$ cat config.mk
export PLATFORM = sky130hd
export DESIGN_NAME = mod_checksum_flat
export DESIGN_NICKNAME = d
export VERILOG_FILES = /design/src/hw/loader_pkg.sv /design/src/hw/buf_if.sv /design/src/hw/mod_checksum.sv /design/src/flat_wrapper.sv
export VERILOG_INCLUDE_DIRS = /design/src /design/src/include
export SDC_FILE = /design/constraint.sdc
export NUM_CORES = 1
export LEC_CHECK = 0
export BUFFER_PORTS_ARGS = -buffer_cell sky130_fd_sc_hd__buf_2
export CAP_MARGIN = 5
export CELL_PAD_IN_SITES_DETAIL_PLACEMENT = 1
export CELL_PAD_IN_SITES_GLOBAL_PLACEMENT = 1
export CORE_UTILIZATION = 42
export CTS_CLUSTER_SIZE = 24
export DETAILED_ROUTE_END_ITERATION = 16
export PLACE_DENSITY = 0.83
export SYNTH_ARGS = -nofsm -noshare
export SYNTH_HDL_FRONTEND = slang
export SYNTH_SLANG_ARGS = --single-unit
$ cat constraint.sdc
create_clock -name clk -period 7.7 [get_ports clk]
set_input_delay 1.54 -clock clk [delete_from_list [all_inputs] [get_ports clk]]
set_output_delay 1.54 -clock clk [all_outputs]
set_load 0.01 [all_outputs]
$ cat src/include/loader_cfg.svh
`ifndef LOADER_CFG_SVH
`define LOADER_CFG_SVH

// Bytes in one SD sector
`define SECTOR_BYTES 512

// Sectors fetched per group, kept small for simulation
`define SECTORS_PER_GROUP 4

// Sector distance between consecutive group bases
`define GROUP_STRIDE 100

// Groups visited before the base wraps back to 0
`define GROUP_COUNT 5

// Largest prime below 2**16
`define CHECKSUM_MOD 65521

// Stable cycles the button needs, 10 ms at 25 MHz
`define DEBOUNCE_CYCLES 250000

`endif

$ cat src/hw/loader_pkg.sv
package loader_pkg;

    // Load controller states
    typedef enum logic [2:0] {
        INIT,        // Latch sector number
        WAIT_READY,  // Wait for SD controller idle
        READ,        // Request issued, bytes streaming
        WAIT_SECTOR, // Sector done, wait for controller
        SUM,         // Checksum pass over the buffer
        DONE         // Result shown, wait for press
    } load_state_t;

    typedef logic [7:0]  byte_t;   // SD data byte
    typedef logic [15:0] word_t;   // Buffer word, also checksum width
    typedef logic [31:0] sector_t; // SD sector address

endpackage

$ cat src/hw/buf_if.sv
`timescale 1ns/10ps
`include "loader_cfg.svh"

// Byte path into the sector buffer plus the checksum read port
interface buf_if #(
    parameter int AW = $clog2(`SECTORS_PER_GROUP * `SECTOR_BYTES / 2)
);
    import loader_pkg::*;

    logic          byte_valid; // One-cycle strobe per accepted byte
    byte_t         byte_data;
    logic          clear;      // Group restart
    logic [AW-1:0] rd_addr;
    word_t         rd_data;    // Registered, one cycle after rd_addr
    logic [AW:0]   word_count; // Words written since clear

    modport writer (output byte_valid, byte_data, clear);
    modport store  (input byte_valid, byte_data, clear, rd_addr, output rd_data, word_count);
    modport reader (output rd_addr, input rd_data, word_count);

endinterface

$ cat src/hw/mod_checksum.sv
`timescale 1ns/10ps
`include "loader_cfg.svh"

module mod_checksum #(
    parameter int AW = $clog2(`SECTORS_PER_GROUP * `SECTOR_BYTES / 2)
) (
    input  logic              clk,
    input  logic              rst,
    input  logic              start,
    buf_if.reader             bus,
    output logic              finished,
    output loader_pkg::word_t sum
);
    import loader_pkg::*;

    localparam logic [16:0] MOD = 17'(`CHECKSUM_MOD);

    logic [AW-1:0] addr;
    logic          busy;
    logic          acc_phase; // Low while fetching, high when rd_data is valid
    logic          last_word;
    logic [16:0]   sum_raw;
    logic [16:0]   sum_once;
    logic [16:0]   sum_twice;

    assign bus.rd_addr = addr;
    assign last_word   = ({1'b0, addr} + 1'b1) == bus.word_count;

    // Sum can exceed twice the modulus by a few, so subtract up to two times
    always_comb begin
        sum_raw   = {1'b0, sum} + {1'b0, bus.rd_data};
        sum_once  = (sum_raw >= MOD) ? sum_raw - MOD : sum_raw;
        sum_twice = (sum_once >= MOD) ? sum_once - MOD : sum_once;
    end

    assign finished = busy && acc_phase && last_word; // Same edge as final sum

    always_ff @(posedge clk) begin
        if (rst) begin
            addr      <= '0;
            busy      <= 1'b0;
            acc_phase <= 1'b0;
            sum       <= '0;
        end else if (start) begin
            addr      <= '0;
            busy      <= 1'b1;
            acc_phase <= 1'b0;
            sum       <= '0;
        end else if (busy) begin
            acc_phase <= ~acc_phase;
            if (acc_phase) begin
                sum <= sum_twice[15:0];
                if (last_word) begin
                    busy <= 1'b0;
                end else begin
                    addr <= addr + 1'b1;
                end
            end
        end
    end

endmodule

$ cat src/flat_wrapper.sv
// flat-port wrapper written by rule: the top's interface ports become plain ports
module mod_checksum_flat import loader_pkg::*;
#(
    parameter int AW = $clog2(`SECTORS_PER_GROUP * `SECTOR_BYTES / 2)
)
  (clk, rst, start, finished, sum, bus_rd_addr, bus_rd_data, bus_word_count);
  buf_if #(.AW(AW)) bus_i ();
  input  logic clk;
  input  logic rst;
  input  logic start;
  output logic finished;
  output loader_pkg::word_t sum;
  output wire logic [$bits(bus_i.rd_addr)-1:0] bus_rd_addr;
  input wire logic [$bits(bus_i.rd_data)-1:0] bus_rd_data;
  input wire logic [$bits(bus_i.word_count)-1:0] bus_word_count;
  assign bus_rd_addr = bus_i.rd_addr;
  assign bus_i.rd_data = bus_rd_data;
  assign bus_i.word_count = bus_word_count;
  mod_checksum #(.AW(AW)) u_core (.clk(clk), .rst(rst), .start(start), .bus(bus_i), .finished(finished), .sum(sum));
endmodule
==> flow_summary_export.csv <==
group,metric,value,unit
finish,diodes,0,
worst_setup_path,crit_chain,"buf_2 > ha_1 > fa_1 > a21o_1 > a221oi_4 > o211ai_1 > a31oi_1 > xor2_1 > nor3_1 > a21oi_2 > mux2i_1 > ha_1 > or2_2 > nor4b_1 > o41ai_4 > nand3b_1 > xor2_1 > a211oi_2",
min_path,whs_endpoint,"u_core.sum[12]$_SDFFE_PP0P_",
job,drv_cap,0,
worst_setup_path,r2r_start,"u_core.sum[0]$_SDFFE_PP0P_",
route,antenna_left,0,
power,peakVddDrop,0.0619,mV
power,cellLeakagePower,0.00151,uW
worst_setup_path,critPathLaunchType,"primary input",
sta,hold_viol,0,
yosys,ys_ff_latch,28,
power,cellPowerDensity,101,mW/mm^2
clocking,cts_hold_buf,0,
sta,skew,0.0102,ns
clocking,clk_path_buf_depth,2,
grt,grt_pass1_wl,16900,um
sta,fin_crit,6.37,ns
worst_setup_path,max_stage_delay,0.56,ns
worst_setup_path,critical_path.endpoint_type,"flop",
yosys,ys_seq_area_share,17.2,%
yosys,async_flop_share,0,%
clocking,h-tree-depth,1,
grt,gr-usage-all-layers,25.2,%
clocking,postCtsSetupRepairBufs,0,
power,p_total,370,uW
route,vias_per_cell,5.95,
sta,setup_viol,0,
worst_setup_path,worstPathArrival,6.55,ns
min_path,hold_depth,2,
worst_setup_path,criticalPathCategory,"primary input to flop",
finish,areaGrowthSynthToFinish,12.4,%
sta,slew_headroom,37.9,%
yosys,ys_types,69,
place,gp_congestion,0.956,
finish,nNetsFinal,541,
yosys,yosys_warnings,0,
route,totalWireLength,10400,um
status,status,"finished clean",
grt,grt_max_degree,19,
grt,first_global_vias,3448,
clocking,cts_root_buf,"clkbuf_8",
yosys,synth_edf_count,0,
finish,final_cells,587,
worst_setup_path,required,7.87,ns
clocking,cts_num_sinks,28,
worst_setup_path,worstRegToRegCells,17,
die,ios,57,
route,drt_first_pass_iters,4,
die,die_w,90.1,um
sta,hold_slack,0.481,ns
worst_setup_path,cp_slowest_cell,"nor4b_1",
yosys,synth_ff_type,"dfxtp_1",
yosys,syn_area,0.00326,sq mm
place,io_buffer_count,56,
sta,setup-tns-final,0,ns
clocking,cts_resized,0,
min_path,hp-start,"u_core.sum[12]$_SDFFE_PP0P_",
route,wl_per_cell,17.7,um
die,die-area,0.00811,sq mm
clocking,insertion_delay,0.29,ns
worst_setup_path,r2r_setup_slack,2.32,ns
finish,final_cell_area,0.00366,sq mm
route,drc_errors,0,
sta,final_max_slew_viol_count,0,
grt,antenna_found_initial,0,
worst_setup_path,path_max_fanout,12,
grt,grt_overflow,0,
place,dp_hpwl,8270,um
place,place_area,0.00359,sq mm
die,start_util,44.2,%
worst_setup_path,r2r-end,"u_core.sum[3]$_SDFFE_PP0P_",
yosys,synth.avg_cell_area,7.37,sq um
finish,drive_above_1_share,16.6,%
route,drt_iter0_drc,159,
sta,rsz0062_at_grt,"false",
min_path,holdCritPathClass,"flop to flop",
clocking,clkTransAtPathRegs,0.12,ns
die,fp.coreArea,0.00737,sq mm
sta,fmax,0.157,GHz
yosys,synth_cells,442,
sta,worst_slew_pin_slew,0.928,ns
die,rows,31,
clocking,cts_buffers,3,
place,place_inst,583,
yosys,syn_nets,494,
die,die_h,90.1,um
route,num_vias,3491,
clocking,cts_tree,"built",
finish,fillers,993,
sta,period_share,82.8,%
==> state kept, by name, summed over array words and instances, names as in the netlist <==
register and count:
u_core.acc_phase 1, u_core.bus.rd_addr 10, u_core.busy 1, u_core.sum 16
==> power breakdown <==
part | switching (uW) | leakage, uW | internal, uW
sequential | 1.33 | 0.000226 | 146
clock | 57.7 | 0.0000357 | 69.8
combinational | 59.0 | 0.00125 | 36.4
==> through the flow <==
step	utilization, %	worst slack (ns)
after floorplan	-	1.78
after global placement	48.7	1.26
after detailed placement	48.7	1.04
after CTS	49.7	1.34
after global routing	49.7	0.940
final	49.7	1.33
==> cells by family after synthesis <==
logic type / after synthesis / synth area share [%]
simple gates: 194 / 30.2
compound gates: 124 / 27.1
xor+xnor: 41 / 11.0
flops: 28 / 17.2
buf+inv: 27 / 3.96
fa+ha+maj: 22 / 8.68
mux: 6 / 1.84
==> worst max path at each step <==
stage	startpoint	end	slack (ns)	cells past startpoint
after floorplan	bus_rd_data[0]	u_core.sum[2]$_SDFFE_PP0P_	1.78	20
after global placement	bus_rd_data[0]	u_core.sum[2]$_SDFFE_PP0P_	1.26	18
after detailed placement	bus_rd_data[0]	u_core.sum[3]$_SDFFE_PP0P_	1.04	18
after CTS	bus_rd_data[0]	u_core.sum[3]$_SDFFE_PP0P_	1.34	18
after global routing	bus_rd_data[0]	u_core.sum[3]$_SDFFE_PP0P_	0.94	18
final	bus_rd_data[0]	u_core.sum[3]$_SDFFE_PP0P_	1.33	18
==> worst max-delay path: cells and delay by family <==
kind | cells | cell delay (ns)
AO/OA/AOI/OAI | 7 | 2.04
AND/OR/NAND/NOR | 4 | 1.12
adder cells (fa/ha/maj) | 3 | 0.96
XOR/XNOR | 2 | 0.51
multiplexers | 1 | 0.24
buffers and inverters | 1 | 0.10
==> per-layer routing <==
metal	wire length, um	GRT usage [%]	vias up
li1	-	-	1721
met1	5110	35.4	1711
met2	4930	42.4	52
met3	275	2.03	7
met4	66	4.57	0
met5	0	0	-
==> Yosys cell counts, drive strengths merged, types with 9 or more instances <==
cell,n,area (sq um)
nor2,47,176
nand2,46,173
a21oi,33,176
o21ai,32,164
dfxtp,28,561
xnor2,27,236
ha,21,263
nor3,21,105
xor2,14,123
nand3,12,60.1
inv,11,41.3
and2,10,62.6
buf,9,61.3
==> cell type report <==
type | count | area [sq um] | share of cell area, %
inverters | 11 | 41.3 | 1.13
clock inverters | 1 | 30.0 | 0.821
well taps | 99 | 124 | 3.38
flip-flops and latches | 28 | 561 | 15.3
repair buffers | 58 | 295 | 8.07
clock buffers | 3 | 41.3 | 1.13
multi-input cells | 387 | 2570 | 70.2
==> cell usage in the layout, fill, tap and decap left out, types with 7 or more instances in the layout <==
cell type  instances
buf_2             56
nor2_1            47
nand2_1           46
a21oi_1           30
dfxtp_1           28
xnor2_1           27
o21ai_0           24
nor3_1            21
ha_1              21
xor2_1            14
nand3_1           12
inv_1             11
and2_1            10
or3_1              8
a21o_1             7
nand2b_1           7
o21ai_1            7
Note: power is estimated with default switching activity, not from simulation.
