File: config.mk
export PLATFORM = sky130hd
export DESIGN_NAME = press_debounce
export DESIGN_NICKNAME = d
export VERILOG_FILES = /design/src/hw/press_debounce.sv
export VERILOG_INCLUDE_DIRS = /design/src /design/src/include
export SDC_FILE = /design/constraint.sdc
export NUM_CORES = 1
export LEC_CHECK = 0
export ABC_CLOCK_PERIOD_IN_PS = 1700
export BUFFER_PORTS_ARGS = -buffer_cell sky130_fd_sc_hd__buf_2
export CORE_MARGIN = 4
export CORE_UTILIZATION = 55
export CTS_CLUSTER_SIZE = 12
export DETAILED_ROUTE_END_ITERATION = 16
export GPL_TIMING_DRIVEN = 0
export PLACE_DENSITY_LB_ADDON = 0.12
export SLEW_MARGIN = 20
export SYNTH_ARGS = -nofsm -noshare
export SYNTH_HDL_FRONTEND = slang
export SYNTH_SLANG_ARGS = --single-unit
File: constraint.sdc
create_clock -name clk -period 1.7 [get_ports clk]
set_input_delay 0.255 -clock clk [delete_from_list [all_inputs] [get_ports clk]]
set_output_delay 0.255 -clock clk [all_outputs]
set_load 0.02 [all_outputs]
File: src/include/loader_cfg.svh
`ifndef LOADER_CFG_SVH
`define LOADER_CFG_SVH

// Bytes in one SD sector
`define SECTOR_BYTES 512

// Sectors fetched per group, kept small for simulation
`define SECTORS_PER_GROUP 4

// Sector distance between consecutive group bases
`define GROUP_STRIDE 100

// Groups visited before the base wraps back to 0
`define GROUP_COUNT 5

// Largest prime below 2**16
`define CHECKSUM_MOD 65521

// Stable cycles the button needs, 10 ms at 25 MHz
`define DEBOUNCE_CYCLES 250000

`endif

File: src/hw/press_debounce.sv
`timescale 1ns/10ps
`include "loader_cfg.svh"

module press_debounce #(
    parameter int CYCLES = `DEBOUNCE_CYCLES
) (
    input  logic clk,
    input  logic rst,
    input  logic btn,
    output logic press
);
    localparam int CW = $clog2(CYCLES + 1);

    logic [CW-1:0] stable_cnt; // Cycles since btn last changed
    logic          sampled;    // Last seen raw level
    logic          level;      // Debounced level
    logic          level_q;    // Delayed copy for edge detect

    always_ff @(posedge clk) begin
        if (rst) begin
            stable_cnt <= '0;
            sampled    <= 1'b0;
            level      <= 1'b0;
            level_q    <= 1'b0;
        end else begin
            level_q <= level;
            if (btn != sampled) begin
                sampled    <= btn;      // Bounce, restart the timer
                stable_cnt <= '0;
            end else if (stable_cnt < CW'(CYCLES)) begin
                stable_cnt <= stable_cnt + 1'b1;
            end else begin
                level <= sampled;       // Stable long enough
            end
        end
    end

    // Single pulse on debounced rising edge
    assign press = level & ~level_q;

endmodule

==> qor.txt, run 1 <==
register area share after synthesis -> 0.407
Sink Count -> 21
clock root buffer -> clkbuf_4
Lkg Pwr -> 0.392 nW
hold_buf cts -> 0
top cell type's share of synthesized area -> 0.407
Synth Register Bits -> 21
Area contributors post-synth -> dfxtp_1, o31ai_1, or4_1
initial antenna violation count -> 0
HPWL Detailed -> 1490 um
initial core utilization -> 0.591
worst clock skew -> 0.00628 ns
largest net degree at the start of global routing -> 13
switch share -> 0.246
Fin. Hold Viols -> 0
R2R setup slack -> 0.02 ns
Worst Tran Pin Value -> 0.508 ns
Cells after Synth -> 116
Clk pwr share -> 0.319
Final setup viols -> 0
RSZ-0062 raised after global routing -> true
Tot GR Track Use -> 0.177
I/O Pins -> 4
clk slew on worst S/H paths -> 0.12 ns
synth warn -> 0
drt total wl -> 2370 um
crit-path max FO -> 6
core area -> 1750 sq um
H-Tree Level Count -> 1
# nets final -> 131
setup TNS -> 0 ns
Psw -> 0.194 mW
Vias -> 994
Die H -> 51.3 um
CP Capture Type -> flop
row count -> 15
Filler cells -> 149
most common cell in the synthesized netlist -> dfxtp_1
run status -> finished, final reports clean
Cell Area, Synth -> 1030 sq um
P&R area growth vs syn -> 18.2%
Reg area -> 439 sq um
Hold WC Path Type -> in -> reg
number of detailed-route iterations in the first pass -> 5
minimum clock period -> 1.68 ns
layout cells sized above 1 -> 0.246
Comb power frac -> 0.051
Final WS setup -> 0.0249 ns
power density over cell area -> 646 nW/um^2
DRT iter0 DRCs -> 33
post-route antenna net violation count -> 0
Top FF cell, synth -> dfxtp_1
first-pass GRT wire length -> 3540 um
I/O Buffers -> 2
RD Place Congestion -> 0.773
Ant. Diodes -> 0
crit path kind -> reg -> reg
register share of total power -> 0.631
synth cell count leaders -> dfxtp_1, a21oi_1, nand2_1, nand3_1
Placement Setup Slack -> -0.0160 ns
TritonCTS Buffers -> 3
fin crit share -> 0.985
max-slew violations -> 0
Post-synth ARST share -> 0
Worst-Skew Late Latency -> 0.32 ns
Max-Cap Viols -> 0
peak supply drop -> 618 uV
Critical Path Start Type -> flop
Yosys cell types -> 32
die area -> 2630 sq um
total gr overflow -> 0
Yosys top cell by area -> dfxtp_1
Clock Tree Buf Depth -> 2
area of the multi-input gates -> 656 sq um
Avg WL per Cell -> 15.7 um
EDFF count, synth -> 0
Die X -> 51.3 um
Mean Syn Cell Area -> 8.90 sq um
DRC -> 0
vias per cell -> 6.58
Fmax -> 0.597 GHz
worst rel slew slack -> 0.661
syn_nets -> 120
CTS tree -> yes
vias in the first global route -> 839
critical path arrival -> 1.92 ns
Required @ worst endpoint -> 1.95 ns
Int Pwr -> 0.594 mW
-- cells by family (layout without fill, tap and decap cells) --
logic type / after synthesis / count (layout) / share of synthesized area
AOI/OAI and AO/OA: 29 / 30 / 0.195
xor gates and xnor gates: 2 / 2 / 0.0170
adders and majority gates: 1 / 1 / 0.0121
buffers and inverters: 7 / 15 / 0.0303
DFF: 21 / 21 / 0.407
muxes: 4 / 4 / 0.0388
and+or+nand+nor: 52 / 53 / 0.299
-- layout by cell type (no fill, tap or decap), drive strengths merged, types with 2 or more instances in the layout --
cell / instances
o31ai: 10
dfxtp: 21
nor2: 4
and4: 2
or3: 5
a21oi: 11
nand2: 10
mux2i: 4
nor2b: 3
o21ai: 2
inv: 2
nand3: 10
clkbuf: 6
a311oi: 2
or4: 9
buf: 6
nand4: 6
nor4: 2
-- state kept, by name (all words and copies together) (netlist names) --
name / count
level: 1
level_q: 1
sampled: 1
stable_cnt: 18
-- critical path, stage by stage, from the launching register on --
cell and delay (ns):
dfxtp_4 0.39, o31ai_4 0.35, a311oi_2 0.19, or4_1 0.52, a21oi_2 0.15
-- path summary, 6_finish.rpt --
kind / startpoint / cells after the start / endpoint
worst max-delay path: stable_cnt[6]$_SDFFE_PP0N_ / 4 / stable_cnt[9]$_SDFFE_PP0N_
worst min-delay path: btn / 2 / sampled$_SDFFE_PP0P_
worst max register to register: stable_cnt[6]$_SDFFE_PP0N_ / 4 / stable_cnt[9]$_SDFFE_PP0N_
worst min register to register: stable_cnt[17]$_SDFFE_PP0N_ / 1 / stable_cnt[17]$_SDFFE_PP0N_
-- layout make-up --
type	instances	area share
Timing Repair Buffer	4	0.0205
Clock inverter	1	0.00410
Inverter	2	0.00615
Buffer	5	0.0277
Multi-Input combinational cell	90	0.537
Tap cell	25	0.0256
Clock buffer	3	0.0185
Sequential cell	21	0.360
-- power groups by stage --
| stage | sequential [mW] | clock, mW | combinational [mW] |
|---|---|---|---|
| floorplan | 0.512 | 0 | 0.0290 |
| global placement | 0.512 | 0 | 0.0385 |
| detailed placement | 0.513 | 0 | 0.0388 |
| CTS | 0.502 | 0.256 | 0.0389 |
| global route | 0.498 | 0.282 | 0.0455 |
| finish | 0.497 | 0.251 | 0.0400 |
-- per-layer routing --
layer / wire (um) / part of all wire / global-route usage / vias to the layer above
met5: 0 / 0 / 0 / -
met4: 91 / 0.038 / 0.109 / 0
met3: 97 / 0.041 / 0.0292 / 9
met2: 1130 / 0.48 / 0.296 / 24
met1: 1050 / 0.44 / 0.209 / 474
li1: - / - / - / 487
-- what timing repair did --
item,CTS,global route
gates cloned,0,2
pin swaps,0,7
buffers inserted,0,2
resized for setup,2,22
setup endpoints to repair,10,15
-- stage by stage --
stage | std cells | instance area [sq um] | power, mW | hold WS, ns | utilization
final | 151 | 1220 | 0.788 | 0.196 | 0.699
after detailed placement | 143 | 1070 | 0.552 | 0.459 | 0.615
after global routing | 151 | 1220 | 0.825 | 0.204 | 0.699
after CTS | 147 | 1120 | 0.797 | 0.199 | 0.640
after global placement | 143 | 1070 | 0.551 | 0.454 | 0.615
after floorplan | 116 | 1030 | 0.541 | 0.383 | -
Power figures use the tool's default switching activity.
==> run 2: changes to the inputs <==
CORE_UTILIZATION = 25   (was 55)
==> run 2 against run 1 <==
  * Sequential power about the same
  * Critical path depth up 1
  * Die area up 98%
  * Fmax down 1.2%
  * Worst hold slack better by 0.064 ns
  * Global-route usage down 7.2 points
  * Register-to-register slack worse by 0.02 ns
  * Cell area up 6.8%
  * Via count down 2.9%
  * Critical endpoint is now stable_cnt[5]$_SDFFE_PP0N_
  * Largest cell class unchanged
==> qor.txt, run 2 (synthesis gave the netlist of run 1 again) <==
P&R area growth vs syn -> 26.2%
Hold WC Path Type -> in -> reg
commonest non-fill, non-tap cell in the layout -> dfxtp_1
layout cells sized above 1 -> 0.285
Critical Path Start Type -> flop
setup TNS -> 0 ns
post-route antenna net violation count -> 0
peak supply drop -> 310 uV
Worst-Skew Late Latency -> 0.26 ns
clock root buffer -> clkbuf_8
R2R depth -> 5
Vias -> 965
worst hold path startpoint -> btn
# nets final -> 135
Ant. Diodes -> 0
most frequent cells in the layout -> dfxtp_1, nand2_1, nand3_1
HPWL Detailed -> 1760 um
Max-Cap Viols -> 0
RSZ-0062 raised after global routing -> true
Die H -> 72.3 um
Worst Tran Pin Value -> 0.478 ns
Clock Tree Buf Depth -> 2
fin crit share -> 0.997
CP Capture Type -> flop
Tot GR Track Use -> 0.105
DRT iter0 DRCs -> 47
Fin. Hold Viols -> 0
hold_buf cts -> 0
Die X -> 72.3 um
row count -> 23
total power -> 0.873 mW
R2R setup slack -> 0.004 ns
crit path kind -> reg -> reg
DRC -> 0
total gr overflow -> 0
core area -> 4000 sq um
RD Place Congestion -> 0.690
run status -> finished, final reports clean
CTS tree -> yes
Worst Hold Path Cells -> 2
first-pass GRT wire length -> 4290 um
vias in the first global route -> 873
minimum clock period -> 1.70 ns
worst rel slew slack -> 0.682
Fmax -> 0.590 GHz
max-slew violations -> 0
Final setup viols -> 0
R2R Path End -> stable_cnt[5]$_SDFFE_PP0N_
largest net degree at the start of global routing -> 12
Required @ worst endpoint -> 1.89 ns
I/O Buffers -> 2
design area -> 1300 sq um
worst clock skew -> 0.00290 ns
initial core utilization -> 0.258
Avg WL per Cell -> 14.4 um
largest register by flop count -> stable_cnt
Sink Count -> 21
I/O Pins -> 4
critical path arrival -> 1.89 ns
power density over cell area -> 670 nW/um^2
Lkg Pwr -> 0.420 nW
Filler cells -> 423
H-Tree Level Count -> 1
number of detailed-route iterations in the first pass -> 4
TritonCTS Buffers -> 3
die area -> 5220 sq um
Largest register FFs -> 18
clk slew on worst S/H paths -> 0.08 ns
crit-path max FO -> 5
FF-to-FF Start -> stable_cnt[4]$_SDFFE_PP0N_
initial antenna violation count -> 0
worst hold endpoint -> sampled$_SDFFE_PP0P_
DP Area -> 1100 sq um
drt total wl -> 2590 um
vias per cell -> 5.36
## run 2: changes by cell type in the layout (fill, tap and decap cells not counted), sizes merged
cell / previous run / this run
buf: 6 / 12
a311oi: 2 / 1
nand4: 6 / 5
clkinv: 1 / 0
clkbuf: 6 / 7
## run 2: area by class of cell
| cell class | instances | area, sq um | area share |
|---|---|---|---|
| multi-input cells | 88 | 644 | 0.495 |
| flip-flops and latches | 21 | 438 | 0.336 |
| repair buffers | 10 | 73.8 | 0.0567 |
| well taps | 50 | 62.6 | 0.0480 |
| clock buffers | 4 | 45.0 | 0.0346 |
| plain buffers | 5 | 31.3 | 0.0240 |
| inverters | 2 | 7.51 | 0.00576 |
## run 2: report_power, final
part	internal, mW	switching [mW]
clock network	0.167	0.164
registers	0.491	0.00638
logic	0.0157	0.0290
total	0.674	0.199
## run 2: critical path: stages (launching register included)
cell      delay (ns)
dfxtp_4         0.36
o31ai_4         0.31
a311oi_4        0.19
buf_6           0.17
or4_1           0.46
a21oi_1         0.12
## run 2: how the worst max path moves through the flow
stage                                start                          end  slack [ns]  cells after the start
5_1_grt         stable_cnt[4]$_SDFFE_PP0N_   stable_cnt[5]$_SDFFE_PP0N_       -0.03                      5
4_1_cts         stable_cnt[6]$_SDFFE_PP0N_   stable_cnt[5]$_SDFFE_PP0N_      -0.003                      5
3_5_place_dp   stable_cnt[14]$_SDFFE_PP0N_           level$_SDFFE_PP0P_       -0.12                      5
2_1_floorplan   stable_cnt[4]$_SDFFE_PP0N_  stable_cnt[16]$_SDFFE_PP0N_        0.18                      5
6_report        stable_cnt[4]$_SDFFE_PP0N_   stable_cnt[5]$_SDFFE_PP0N_       0.004                      5
3_3_place_gp   stable_cnt[14]$_SDFFE_PP0N_           level$_SDFFE_PP0P_       -0.14                      5
## run 2: through the flow
step | utilization | setup WS (ns) | instances | hold WS (ns)
after floorplan | - | 0.176 | 116 | 0.383
after global placement | 0.276 | -0.135 | 168 | 0.459
after detailed placement | 0.276 | -0.116 | 168 | 0.475
after CTS | 0.308 | -0.00302 | 178 | 0.251
after global routing | 0.326 | -0.0275 | 180 | 0.257
final | 0.326 | 0.00447 | 180 | 0.260
## run 2: what timing repair did
item,in CTS,in global routing
endpoints found under the setup margin,11,14
resized for setup,11,19
pin swaps,6,8
setup buffers,6,2
## run 2: per-layer routing
| metal | track usage | share of wire | wire, um | vias up |
|---|---|---|---|---|
| met5 | 0 | 0 | 0 | - |
| met4 | 0.0438 | 0.018 | 47 | 0 |
| met3 | 0.0180 | 0.036 | 93 | 5 |
| met2 | 0.163 | 0.46 | 1180 | 16 |
| met1 | 0.144 | 0.49 | 1270 | 459 |
| li1 | - | - | - | 485 |
