[src/include/loader_cfg.svh]
`ifndef LOADER_CFG_SVH
`define LOADER_CFG_SVH

// Bytes in one SD sector
`define SECTOR_BYTES 512

// Sectors fetched per group, kept small for simulation
`define SECTORS_PER_GROUP 4

// Sector distance between consecutive group bases
`define GROUP_STRIDE 100

// Groups visited before the base wraps back to 0
`define GROUP_COUNT 5

// Largest prime below 2**16
`define CHECKSUM_MOD 65521

// Stable cycles the button needs, 10 ms at 25 MHz
`define DEBOUNCE_CYCLES 250000

`endif

[src/hw/loader_pkg.sv]
package loader_pkg;

    // Load controller states
    typedef enum logic [2:0] {
        INIT,        // Latch sector number
        WAIT_READY,  // Wait for SD controller idle
        READ,        // Request issued, bytes streaming
        WAIT_SECTOR, // Sector done, wait for controller
        SUM,         // Checksum pass over the buffer
        DONE         // Result shown, wait for press
    } load_state_t;

    typedef logic [7:0]  byte_t;   // SD data byte
    typedef logic [15:0] word_t;   // Buffer word, also checksum width
    typedef logic [31:0] sector_t; // SD sector address

endpackage

[src/hw/sector_counter.sv]
`timescale 1ns/10ps
`include "loader_cfg.svh"

module sector_counter #(
    parameter int GROUP_SECTORS = `SECTORS_PER_GROUP
) (
    input  logic                clk,
    input  logic                rst,
    input  logic                sector_start, // Clear byte count, latch sector number
    input  logic                byte_step,
    input  logic                next_group,
    output logic                last_byte,
    output logic                group_full,
    output loader_pkg::sector_t sector
);
    import loader_pkg::*;

    localparam int BW = $clog2(`SECTOR_BYTES);
    localparam int SW = $clog2(GROUP_SECTORS + 1);
    localparam int GW = $clog2(`GROUP_COUNT);

    logic [BW-1:0] byte_cnt;   // Bytes seen in current sector
    logic [SW-1:0] sector_idx; // Sectors finished in this group
    logic [GW-1:0] group_idx;  // Which of the groups is active
    sector_t       base;       // First sector of the group

    assign last_byte  = byte_step && (byte_cnt == BW'(`SECTOR_BYTES - 1));
    assign group_full = (sector_idx == SW'(GROUP_SECTORS));

    always_ff @(posedge clk) begin
        if (rst) begin
            byte_cnt   <= '0;
            sector_idx <= '0;
            group_idx  <= '0;
            base       <= '0;
            sector     <= '0;
        end else begin
            if (sector_start) begin
                byte_cnt <= '0;
                sector   <= base + sector_t'(sector_idx);
            end else if (byte_step) begin
                byte_cnt <= byte_cnt + 1'b1;
            end

            if (next_group) begin
                sector_idx <= '0;
                if (group_idx == GW'(`GROUP_COUNT - 1)) begin
                    group_idx <= '0; // Wrap back to sector 0
                    base      <= '0;
                end else begin
                    group_idx <= group_idx + 1'b1;
                    base      <= base + sector_t'(`GROUP_STRIDE);
                end
            end else if (last_byte) begin
                sector_idx <= sector_idx + 1'b1;
            end
        end
    end

endmodule

[config.mk]
export PLATFORM = sky130hd
export DESIGN_NAME = sector_counter
export DESIGN_NICKNAME = d
export VERILOG_FILES = /design/src/hw/loader_pkg.sv /design/src/hw/sector_counter.sv
export VERILOG_INCLUDE_DIRS = /design/src /design/src/include
export SDC_FILE = /design/constraint.sdc
export NUM_CORES = 1
export LEC_CHECK = 0
export BUFFER_PORTS_ARGS = -buffer_cell sky130_fd_sc_hd__clkbuf_2
export CAP_MARGIN = 25
export CORE_UTILIZATION = 60
export DETAILED_ROUTE_END_ITERATION = 7
export GPL_ROUTABILITY_DRIVEN = 0
export GPL_TIMING_DRIVEN = 0
export PLACE_DENSITY = 0.81
export REMOVE_ABC_BUFFERS = 1
export SKIP_CTS_REPAIR_TIMING = 1
export SLEW_MARGIN = 20
export SYNTH_ARGS = -nofsm -noshare
export SYNTH_HDL_FRONTEND = slang
export SYNTH_SLANG_ARGS = --single-unit
[constraint.sdc]
create_clock -name clk -period 3.7 [get_ports clk]
set_input_delay 0.185 -clock clk [delete_from_list [all_inputs] [get_ports clk]]
set_output_delay 0.185 -clock clk [all_outputs]
set_load 0.01 [all_outputs]
==> results.sh, run 1 <==
export IMPL_drive_gt1_share_pct=15.4
export IMPL_finalClockSkew_ns=0.00542
export IMPL_grt_pass1_wl_um=12800
export IMPL_avgSynthCellArea_um2=8.73
export IMPL_synthTopCellsByArea="dfxtp_1 (40%), nor2_1 (5.6%), xor2_1 (4.1%)"
export IMPL_total_power_mw=1.73
export IMPL_clock_sinks=77
export IMPL_reg2reg_depth=5
export IMPL_clk_latency_ns=0.35
export IMPL_power_share_clock_pct=42.1
export IMPL_antennaDiodeCount=0
export IMPL_sequential_cell_area_um2=1540
export IMPL_end_kind="register"
export IMPL_ys_async_sr_fraction_pct=0
export IMPL_final_max_slew_violation_count=0
export IMPL_placed_cell_area_um2=3970
export IMPL_dp_cells=522
export IMPL_syn_cell_area_um2=3850
export IMPL_clockBufferDepth=2
export IMPL_power_density_nw_per_um2=413
export IMPL_path_cells="ha_1, and4_2, nand4_1, or4_1, a311oi_1"
export IMPL_clkTransAtPathRegs_ns=0.07
export IMPL_synth_top_family_by_area="simple AND/OR/NAND/NOR gates"
export IMPL_crit_required_ns=3.94
export IMPL_start_kind="register"
export IMPL_tns_ns=0
export IMPL_maxSlewHeadroom_pct=42.7
export IMPL_grt_max_degree=44
export IMPL_area_growth_synth_to_final_pct=9.06
export IMPL_fin_nets=471
export IMPL_via_count=3290
export IMPL_io_buffers=38
export IMPL_crit_type="reg2reg"
export IMPL_die_w_um=82.1
export IMPL_die_h_um=82.1
export IMPL_combPwrFrac_pct=6.9
export IMPL_dr_first_iter_drc_count=126
export IMPL_leakagePower_nw=1.45
export IMPL_gr_total_overflow=0
export IMPL_ys_seq_area_share_pct=40.0
export IMPL_cts_tree="done"
export IMPL_final_cells=537
export IMPL_whs_ns=0.228
export IMPL_p_seq_share_pct=51.0
export IMPL_syn_inst=441
export IMPL_min_period_over_period_pct=75.5
export IMPL_yosys_area_top_type="dfxtp_1"
export IMPL_outcome="completed"
export IMPL_synthXorXnorAreaFrac_pct=6.60
export IMPL_max_cap_violations=0
export IMPL_grt_usage_pct=25.1
export IMPL_multiInputGateArea_um2=2090
export IMPL_start_util_pct=63.5
export IMPL_vias_per_cell=6.13
export IMPL_sw_frac_of_total_pct=23.0
export IMPL_synth_edff_count=0
export IMPL_wirelength_um=7870
export IMPL_ios=39
export IMPL_die_area_um2=6740
export IMPL_final_hold_violation_count=0
export IMPL_synthFlopType="dfxtp_1"
export IMPL_hp_class="in2reg"
export IMPL_max_freq_mhz=358
export IMPL_postLayoutCoreUtil_pct=69.3
export IMPL_numCtsBuffers=9
export IMPL_synth_mux_area_share_pct=2.66
export IMPL_period_needed_ns=2.79
export IMPL_internal_power_mw=1.33
export IMPL_grt_pass1_vias=2886
export IMPL_root_buffer="clkbuf_8"
export IMPL_drt_pass1_iter_count=4
export IMPL_routedWlPerCell_um=14.6
export IMPL_route_detailed_drc=0
export IMPL_switchingPower_mw=0.399
export IMPL_holdPathStages=3
export IMPL_synth_compound_gate_area_share_pct=16.0
export IMPL_max_stage_delay_ns=0.69
export IMPL_synth_distinct_cells=44
export IMPL_row_count=28
export IMPL_crit_path_max_fanout=19
export IMPL_post_dp_hpwl_um=5290
export IMPL_cp_slowest_cell="or4_1"
export IMPL_netlist_area_leader_share_pct=40.0
export IMPL_finalWorstSetupSlack_ns=0.907
export IMPL_core_area_um2=6060
export IMPL_grt_setup_unrepaired="no"
export IMPL_nFillCells=499
export IMPL_cts_htree_levels=3
export IMPL_ys_warnings_count=0
export IMPL_crit_arrival_ns=3.03
export IMPL_timing_worst_slew_pin_value_ns=0.860
export IMPL_synth_adder_area_share_pct=2.60
export IMPL_setup_viol=0
export IMPL_ant_nets=0
export IMPL_yosys_area_share_simple_pct=26.1
export IMPL_antenna_found_initial=0
export IMPL_ys_seq_elements=77
export IMPL_finalInstanceArea_um2=4200
export IMPL_peakVddDrop_mv=0.260
export IMPL_preCtsSetupSlack_ns=0.915
[routing by layer]
| layer | wire length (µm) | track usage [%] | part of all wire, % |
|---|---|---|---|
| met5 | 0 | 0 | 0 |
| met4 | 154 | 9.82 | 2.0 |
| met3 | 309 | 6.70 | 3.9 |
| met2 | 3740 | 41.4 | 48 |
| met1 | 3660 | 31.0 | 46 |
[worst paths after layout]
check                               start                  endpoint  slack [ns]
hold / removal                  byte_step  byte_cnt[0]$_SDFFE_PP0P_        0.23
setup / recovery     base[2]$_SDFFE_PP0P_   sector[19]$_SDFFE_PP0P_        0.91
setup reg to reg     base[2]$_SDFFE_PP0P_   sector[19]$_SDFFE_PP0P_        0.91
hold reg to reg   sector[31]$_SDFFE_PP0P_   sector[31]$_SDFFE_PP0P_        0.48
[cell type report]
| cell class | instances | area share, % |
|---|---|---|
| multi-input cells | 322 | 49.7 |
| flip-flops and latches | 77 | 36.7 |
| repair buffers | 39 | 5.00 |
| clock buffers | 12 | 3.93 |
| well taps | 75 | 2.23 |
| clock inverters | 3 | 1.61 |
| inverters | 9 | 0.804 |
[cell families after synthesis]
group                      Yosys count
DFF                                 77
and+or+nand+nor                    183
AOI/OAI and AO/OA                   92
muxes                               10
buffers and inverters               42
adders and majority gates            8
xor gates and xnor gates            29
[flip-flops by register name (all words and copies together) (netlist names)]
signal	count
sector	32
base	30
byte_cnt	9
sector_idx	3
group_idx	3
[cell usage in the layout (no fill, tap or decap), types with 5 or more instances in the layout]
master	instances
a211oi_1	12
a21oi_1	22
a311oi_1	17
clkbuf_2	38
clkbuf_8	12
dfxtp_1	77
ha_1	8
inv_1	9
mux2i_1	8
nand2_1	28
nand3_1	10
nand4_1	18
nor2_1	57
nor3_1	6
nor4_1	5
o21ai_0	20
o31ai_1	13
or2_2	5
or3_1	19
or4_1	16
xnor2_1	11
xor2_1	18
[power by group through the flow]
stage	combinational [mW]	clock [mW]	sequential (mW)
after floorplan	0.0588	0	0.906
after global placement	0.114	0	0.901
after detailed placement	0.120	0	0.903
after CTS	0.121	0.738	0.884
after global routing	0.133	0.775	0.888
final	0.119	0.730	0.884
[worst max-delay path: cells and delay by family (launching register included)]
kind	cells	cell delay (ns)
AOI/OAI and AO/OA	1	0.29
adders and majority gates	1	0.35
and+or+nand+nor	3	1.58
DFF	1	0.47
[synth_stat cells (2+ instances only)]
| master | instances |
|---|---|
| inv_1 | 9 |
| or4_1 | 16 |
| nand4_4 | 2 |
| buf_2 | 3 |
| or4_4 | 2 |
| a21oi_1 | 22 |
| ha_1 | 8 |
| nor3_1 | 6 |
| xor2_1 | 18 |
| clkbuf_8 | 6 |
| or2_2 | 5 |
| nand2b_1 | 3 |
| o21ai_0 | 20 |
| o41ai_1 | 3 |
| nor2_1 | 57 |
| nor4_1 | 5 |
| o31ai_1 | 13 |
| or4b_1 | 3 |
| or3_2 | 2 |
| buf_1 | 2 |
| a211oi_1 | 12 |
| nand3_1 | 10 |
| or3_1 | 19 |
| xnor2_1 | 11 |
| dfxtp_1 | 77 |
| clkbuf_1 | 20 |
| nand2_1 | 28 |
| mux2i_1 | 8 |
| mux2_2 | 2 |
| nand4_1 | 18 |
| and3_1 | 2 |
| a311oi_1 | 17 |
Power figures use the tool's default switching activity.
==> run 2, diff against run 1 <==
--- a/config.mk
+++ b/config.mk
@@ -6,13 +6,14 @@
 export SDC_FILE = /design/constraint.sdc
 export NUM_CORES = 1
 export LEC_CHECK = 0
+export ABC_AREA = 1
 export BUFFER_PORTS_ARGS = -buffer_cell sky130_fd_sc_hd__clkbuf_2
 export CAP_MARGIN = 25
-export CORE_UTILIZATION = 60
+export CORE_UTILIZATION = 53
 export DETAILED_ROUTE_END_ITERATION = 7
 export GPL_ROUTABILITY_DRIVEN = 0
 export GPL_TIMING_DRIVEN = 0
-export PLACE_DENSITY = 0.81
+export PLACE_DENSITY = 0.76
 export REMOVE_ABC_BUFFERS = 1
 export SKIP_CTS_REPAIR_TIMING = 1
 export SLEW_MARGIN = 20
==> constraint.sdc (replaced) <==
create_clock -name clk -period 2.3 [get_ports clk]
set_input_delay 0.115 -clock clk [delete_from_list [all_inputs] [get_ports clk]]
set_output_delay 0.115 -clock clk [all_outputs]
set_load 0.01 [all_outputs]
==> results.sh, run 2 <==
export IMPL_outcome="completed"
export IMPL_clkTransAtPathRegs_ns=0.09
export IMPL_regMostFlops="sector"
export IMPL_grt_pass1_wl_um=15100
export IMPL_fin_nets=626
export IMPL_peakVddDrop_mv=0.335
export IMPL_ant_nets=0
export IMPL_io_buffers=38
export IMPL_antennaDiodeCount=0
export IMPL_postLayoutCoreUtil_pct=61.0
export IMPL_vias_per_cell=5.11
export IMPL_final_cell_mix="nand2_1 (152), dfxtp_1 (77), nor2_1 (67), inv_1 (60), nand3_1 (48)"
export IMPL_die_h_um=88.4
export IMPL_numCtsBuffers=9
export IMPL_ys_seq_area_share_pct=39.0
export IMPL_ys_async_sr_fraction_pct=0
export IMPL_largest_reg_flops=32
export IMPL_crit_required_ns=2.18
export IMPL_clock_sinks=77
export IMPL_start_kind="register"
export IMPL_netlist_area_leader_share_pct=39.0
export IMPL_maxSlewHeadroom_pct=47.0
export IMPL_finalClockSkew_ns=0.0100
export IMPL_top_regs="sector x32, base x30, byte_cnt x9"
export IMPL_final_hold_violation_count=0
export IMPL_nFillCells=697
export IMPL_tns_ns=0
export IMPL_r2r_setup_slack_ns=0.33
export IMPL_row_count=31
export IMPL_die_area_um2=7810
export IMPL_post_dp_hpwl_um=6560
export IMPL_grt_max_degree=27
export IMPL_period_needed_ns=2.06
export IMPL_drt_pass1_iter_count=5
export IMPL_placed_cell_area_um2=4220
export IMPL_route_detailed_drc=0
export IMPL_core_area_um2=7250
export IMPL_grt_usage_pct=25.4
export IMPL_ios=39
export IMPL_power_density_nw_per_um2=609
export IMPL_drive_gt1_share_pct=17.5
export IMPL_synth_common_cells="nand2_1 (152), dfxtp_1 (77), nor2_1 (67)"
export IMPL_synth_most_common_cell="nand2_1"
export IMPL_area_growth_synth_to_final_pct=11.8
export IMPL_total_power_mw=2.70
export IMPL_clockBufferDepth=2
export IMPL_leakagePower_nw=1.91
export IMPL_crit_path_max_fanout=4
export IMPL_synthFlopType="dfxtp_1"
export IMPL_cts_tree="done"
export IMPL_root_buffer="clkbuf_8"
export IMPL_synthTopCellsByArea="dfxtp_1 (39%), nand2_1 (14%), nor2_1 (6.4%)"
export IMPL_cp_startpoint="byte_cnt[0]$_SDFFE_PP0P_"
export IMPL_die_w_um=88.4
export IMPL_grt_setup_unrepaired="no"
export IMPL_grt_pass1_vias=3381
export IMPL_crit_type="reg2out"
export IMPL_finalInstanceArea_um2=4420
export IMPL_ys_seq_elements=77
export IMPL_clk_latency_ns=0.37
export IMPL_max_freq_mhz=485
export IMPL_syn_inst=576
export IMPL_end_kind="output port"
export IMPL_yosys_area_top_type="dfxtp_1"
export IMPL_layout_commonest_cell="nand2_1"
export IMPL_crit_arrival_ns=1.95
export IMPL_r2r_start="group_idx[0]$_SDFFE_PP0P_"
export IMPL_antenna_found_initial=0
export IMPL_holdCritStartpoint="byte_step"
export IMPL_routedWlPerCell_um=12.6
export IMPL_final_max_slew_violation_count=0
export IMPL_timing_worst_slew_pin_value_ns=0.793
export IMPL_ys_warnings_count=0
export IMPL_min_period_over_period_pct=89.7
export IMPL_dr_first_iter_drc_count=157
export IMPL_max_cap_violations=0
export IMPL_synth_distinct_cells=34
export IMPL_wirelength_um=9060
export IMPL_gr_total_overflow=0
export IMPL_syn_cell_area_um2=3960
export IMPL_avgSynthCellArea_um2=6.87
export IMPL_via_count=3665
export IMPL_cts_htree_levels=3
export IMPL_synth_edff_count=0
export IMPL_setup_viol=0
export IMPL_start_util_pct=54.5
export IMPL_hp_class="in2reg"
## run 2: cell types whose count changed in the layout (fill, tap and decap cells not counted), moves of 10 or more
| cell | change |
|---|---|
| nor2_2 | +14 |
| or4_1 | -16 |
| or3_1 | -19 |
| xor2_1 | -15 |
| nor2_4 | +12 |
| nand2_1 | +124 |
| a311oi_1 | -17 |
| nand4_1 | -18 |
| nand3_1 | +38 |
| a211oi_1 | -11 |
| inv_1 | +51 |
| nand2_2 | +15 |
| nor2_1 | +10 |
## run 2: final timing paths
path | cells past startpoint | end
worst max-delay path | 7 | last_byte
worst min-delay path | 2 | byte_cnt[0]$_SDFFE_PP0P_
worst max register to register | 7 | base[6]$_SDFFE_PP0P_
worst min register to register | 2 | sector[8]$_SDFFE_PP0P_
## run 2: routing by layer
layer	vias up	global-route usage, %	routed length (µm)	share of wire (%)
li1	1914	-	-	-
met4	0	12.6	201	2.2
met1	1663	29.9	4220	47
met2	71	43.3	4280	47
met5	-	0	0	0
met3	17	5.97	354	3.9
## run 2: cells by family (layout without fill, tap and decap cells)
kind of cell	after synthesis	count (layout)	synth area share, %
buffers and inverters	78	120	7.78
adder cells (fa/ha/maj)	8	8	2.53
AND/OR/NAND/NOR	330	330	38.8
flip-flops	77	77	39.0
XOR/XNOR	6	6	1.33
AO/OA/AOI/OAI	77	77	10.6
## run 2: report_power, final
part           internal (mW)  total [mW]  switching, mW
registers               1.37        1.40         0.0301
clock network          0.538        1.09          0.547
logic                 0.0666       0.210          0.143
total                   1.97        2.70          0.721
## run 2: critical path, stage by stage (launching register included)
cell and delay (ns):
dfxtp_1 0.38, ha_1 0.22, nand3_1 0.13, nor4_1 0.24, ha_1 0.21, nand2_1 0.11, inv_1 0.14, clkbuf_2 0.15
## run 2: final cells by class
cell class / instances / area, µm² / share of cell area [%]
clock buffers: 10 / 138 / 3.11
clock inverters: 6 / 71.3 / 1.61
repair buffers: 38 / 190 / 4.30
flip-flops and latches: 77 / 1540 / 34.8
multi-input cells: 421 / 2110 / 47.7
inverters: 66 / 248 / 5.60
well taps: 99 / 124 / 2.80
## run 2: through the flow
step / instances / hold slack (ns) / setup WS [ns]
2_1_floorplan: 564 / 0.205 / 0.747
3_3_place_gp: 701 / 0.411 / 0.239
3_5_place_dp: 701 / 0.424 / 0.337
4_1_cts: 717 / 0.0186 / 0.229
5_1_grt: 717 / 0.0440 / 0.118
6_report: 717 / 0.0291 / 0.238
==> run 3, diff against run 2 <==
--- a/config.mk
+++ b/config.mk
@@ -8,12 +8,14 @@
 export LEC_CHECK = 0
 export ABC_AREA = 1
 export BUFFER_PORTS_ARGS = -buffer_cell sky130_fd_sc_hd__clkbuf_2
-export CAP_MARGIN = 25
-export CORE_UTILIZATION = 53
+export CAP_MARGIN = 0
+export CELL_PAD_IN_SITES_DETAIL_PLACEMENT = 0
+export CELL_PAD_IN_SITES_GLOBAL_PLACEMENT = 2
+export CORE_UTILIZATION = 30
 export DETAILED_ROUTE_END_ITERATION = 7
 export GPL_ROUTABILITY_DRIVEN = 0
 export GPL_TIMING_DRIVEN = 0
-export PLACE_DENSITY = 0.76
+export PLACE_DENSITY_LB_ADDON = 0.1
 export REMOVE_ABC_BUFFERS = 1
 export SKIP_CTS_REPAIR_TIMING = 1
 export SLEW_MARGIN = 20
==> results.sh, run 3 (same netlist as run 2, synthesis figures left out) <==
export IMPL_outcome="completed"
export IMPL_grt_pass1_wl_um=17700
export IMPL_ios=39
export IMPL_period_needed_ns=1.97
export IMPL_tns_ns=0
export IMPL_r2r_start="group_idx[0]$_SDFFE_PP0P_"
export IMPL_crit_required_ns=2.18
export IMPL_max_freq_mhz=507
export IMPL_grt_usage_pct=17.5
export IMPL_grt_pass1_vias=3382
export IMPL_antennaDiodeCount=0
export IMPL_cts_htree_levels=3
export IMPL_hp_class="in2reg"
export IMPL_drt_pass1_iter_count=4
export IMPL_end_kind="output port"
export IMPL_io_buffers=38
export IMPL_area_growth_synth_to_final_pct=17.2
export IMPL_final_cell_mix="nand2_1 (151), dfxtp_1 (77), nor2_1 (67), inv_1 (60), nand3_1 (48)"
export IMPL_postLayoutCoreUtil_pct=36.4
export IMPL_largest_reg_flops=32
export IMPL_route_detailed_drc=0
export IMPL_dr_first_iter_drc_count=163
export IMPL_holdPathStages=2
export IMPL_min_to="byte_cnt[0]$_SDFFE_PP0P_"
export IMPL_die_w_um=117
export IMPL_clk_latency_ns=0.35
export IMPL_numCtsBuffers=9
export IMPL_power_density_nw_per_um2=693
export IMPL_top_regs="sector x32, base x30, byte_cnt x9"
export IMPL_final_hold_violation_count=0
export IMPL_min_period_over_period_pct=85.7
export IMPL_routedWlPerCell_um=13.6
export IMPL_maxSlewHeadroom_pct=51.9
export IMPL_r2r_end="base[15]$_SDFFE_PP0P_"
export IMPL_holdCritStartpoint="byte_step"
export IMPL_drive_gt1_share_pct=17.5
export IMPL_max_cap_violations=0
export IMPL_layout_commonest_cell="nand2_1"
export IMPL_finalClockSkew_ns=0.00635
export IMPL_root_buffer="clkbuf_16"
export IMPL_core_area_um2=12700
export IMPL_clock_sinks=77
export IMPL_clockBufferDepth=2
export IMPL_final_max_slew_violation_count=0
export IMPL_gr_total_overflow=0
export IMPL_setup_viol=0
export IMPL_leakagePower_nw=1.97
export IMPL_grt_setup_unrepaired="no"
export IMPL_total_power_mw=3.21
export IMPL_clkTransAtPathRegs_ns=0.06
export IMPL_ant_nets=0
export IMPL_die_h_um=117
export IMPL_finalInstanceArea_um2=4640
export IMPL_fin_nets=626
export IMPL_wirelength_um=10800
export IMPL_r2r_setup_slack_ns=0.49
export IMPL_vias_per_cell=4.56
export IMPL_die_area_um2=13700
export IMPL_timing_worst_slew_pin_value_ns=0.719
export IMPL_peakVddDrop_mv=0.243
export IMPL_cts_tree="done"
export IMPL_crit_path_max_fanout=4
export IMPL_start_util_pct=31.1
export IMPL_start_kind="register"
export IMPL_via_count=3599
export IMPL_antenna_found_initial=0
export IMPL_reg2reg_depth=7
export IMPL_crit_type="reg2out"
export IMPL_grt_max_degree=27
export IMPL_placed_cell_area_um2=4310
export IMPL_regMostFlops="sector"
export IMPL_crit_arrival_ns=1.86
export IMPL_post_dp_hpwl_um=7950
export IMPL_row_count=41
-- run 3: cell count changes in the layout (fill, tap and decap cells not counted), sizes merged --
cell	change
inv	-1
clkinvlp	-2
clkbuf	+2
bufinv	+1
-- run 3: metal layers --
layer  vias up  share of wire (%)  routed length, µm  track usage (%)
li1       1924                  -                  -                -
met1      1622                 52               5560             23.5
met5         -                  0                  0                0
met2        42                 44               4770             28.0
met3        11                2.5                265             2.57
met4         0                1.7                185             7.34
-- run 3: layout make-up --
type	count	area [µm²]
timing repair buffer	38	190
sequential	77	1540
fill	1446	8090
multi-input combinational	421	2110
clock buffer	12	256
inverter	66	248
clock inverter	4	70.1
tap	172	215
-- run 3: worst max path at each step --
stage,from,depth (start not counted),slack [ns],end
6_report,byte_cnt[0]$_SDFFE_PP0P_,7,0.33,last_byte
5_1_grt,byte_cnt[0]$_SDFFE_PP0P_,7,0.12,last_byte
4_1_cts,group_idx[0]$_SDFFE_PP0P_,7,0.09,base[15]$_SDFFE_PP0P_
3_5_place_dp,rst,6,0.10,base[15]$_SDFFE_PP0P_
3_3_place_gp,sector_start,5,0.1,byte_cnt[5]$_SDFFE_PP0P_
2_1_floorplan,byte_cnt[0]$_SDFFE_PP0P_,9,0.75,sector_idx[2]$_SDFFE_PP0P_
-- run 3: per-stage QoR --
| step | hold slack [ns] | instances | worst slack, ns |
|---|---|---|---|
| after floorplan | 0.205 | 564 | 0.747 |
| after global placement | 0.428 | 774 | 0.0995 |
| after detailed placement | 0.432 | 774 | 0.103 |
| after CTS | 0.0639 | 790 | 0.0915 |
| after global routing | 0.109 | 790 | 0.121 |
| final | 0.0754 | 790 | 0.329 |
-- run 3: worst max-delay path, cell delays in order (launching register included) --
cell and delay, ns:
dfxtp_1 0.37, ha_1 0.20, nand3_1 0.11, nor4_1 0.20, ha_1 0.19, nand2_1 0.14
inv_1 0.16, clkbuf_2 0.15
-- run 3: where the power goes --
group	internal, mW	leakage (nW)	switching [mW]
combinational	0.0667	1.18	0.150
clock	1.01	0.163	0.587
sequential	1.37	0.625	0.0305
total	2.45	1.97	0.767
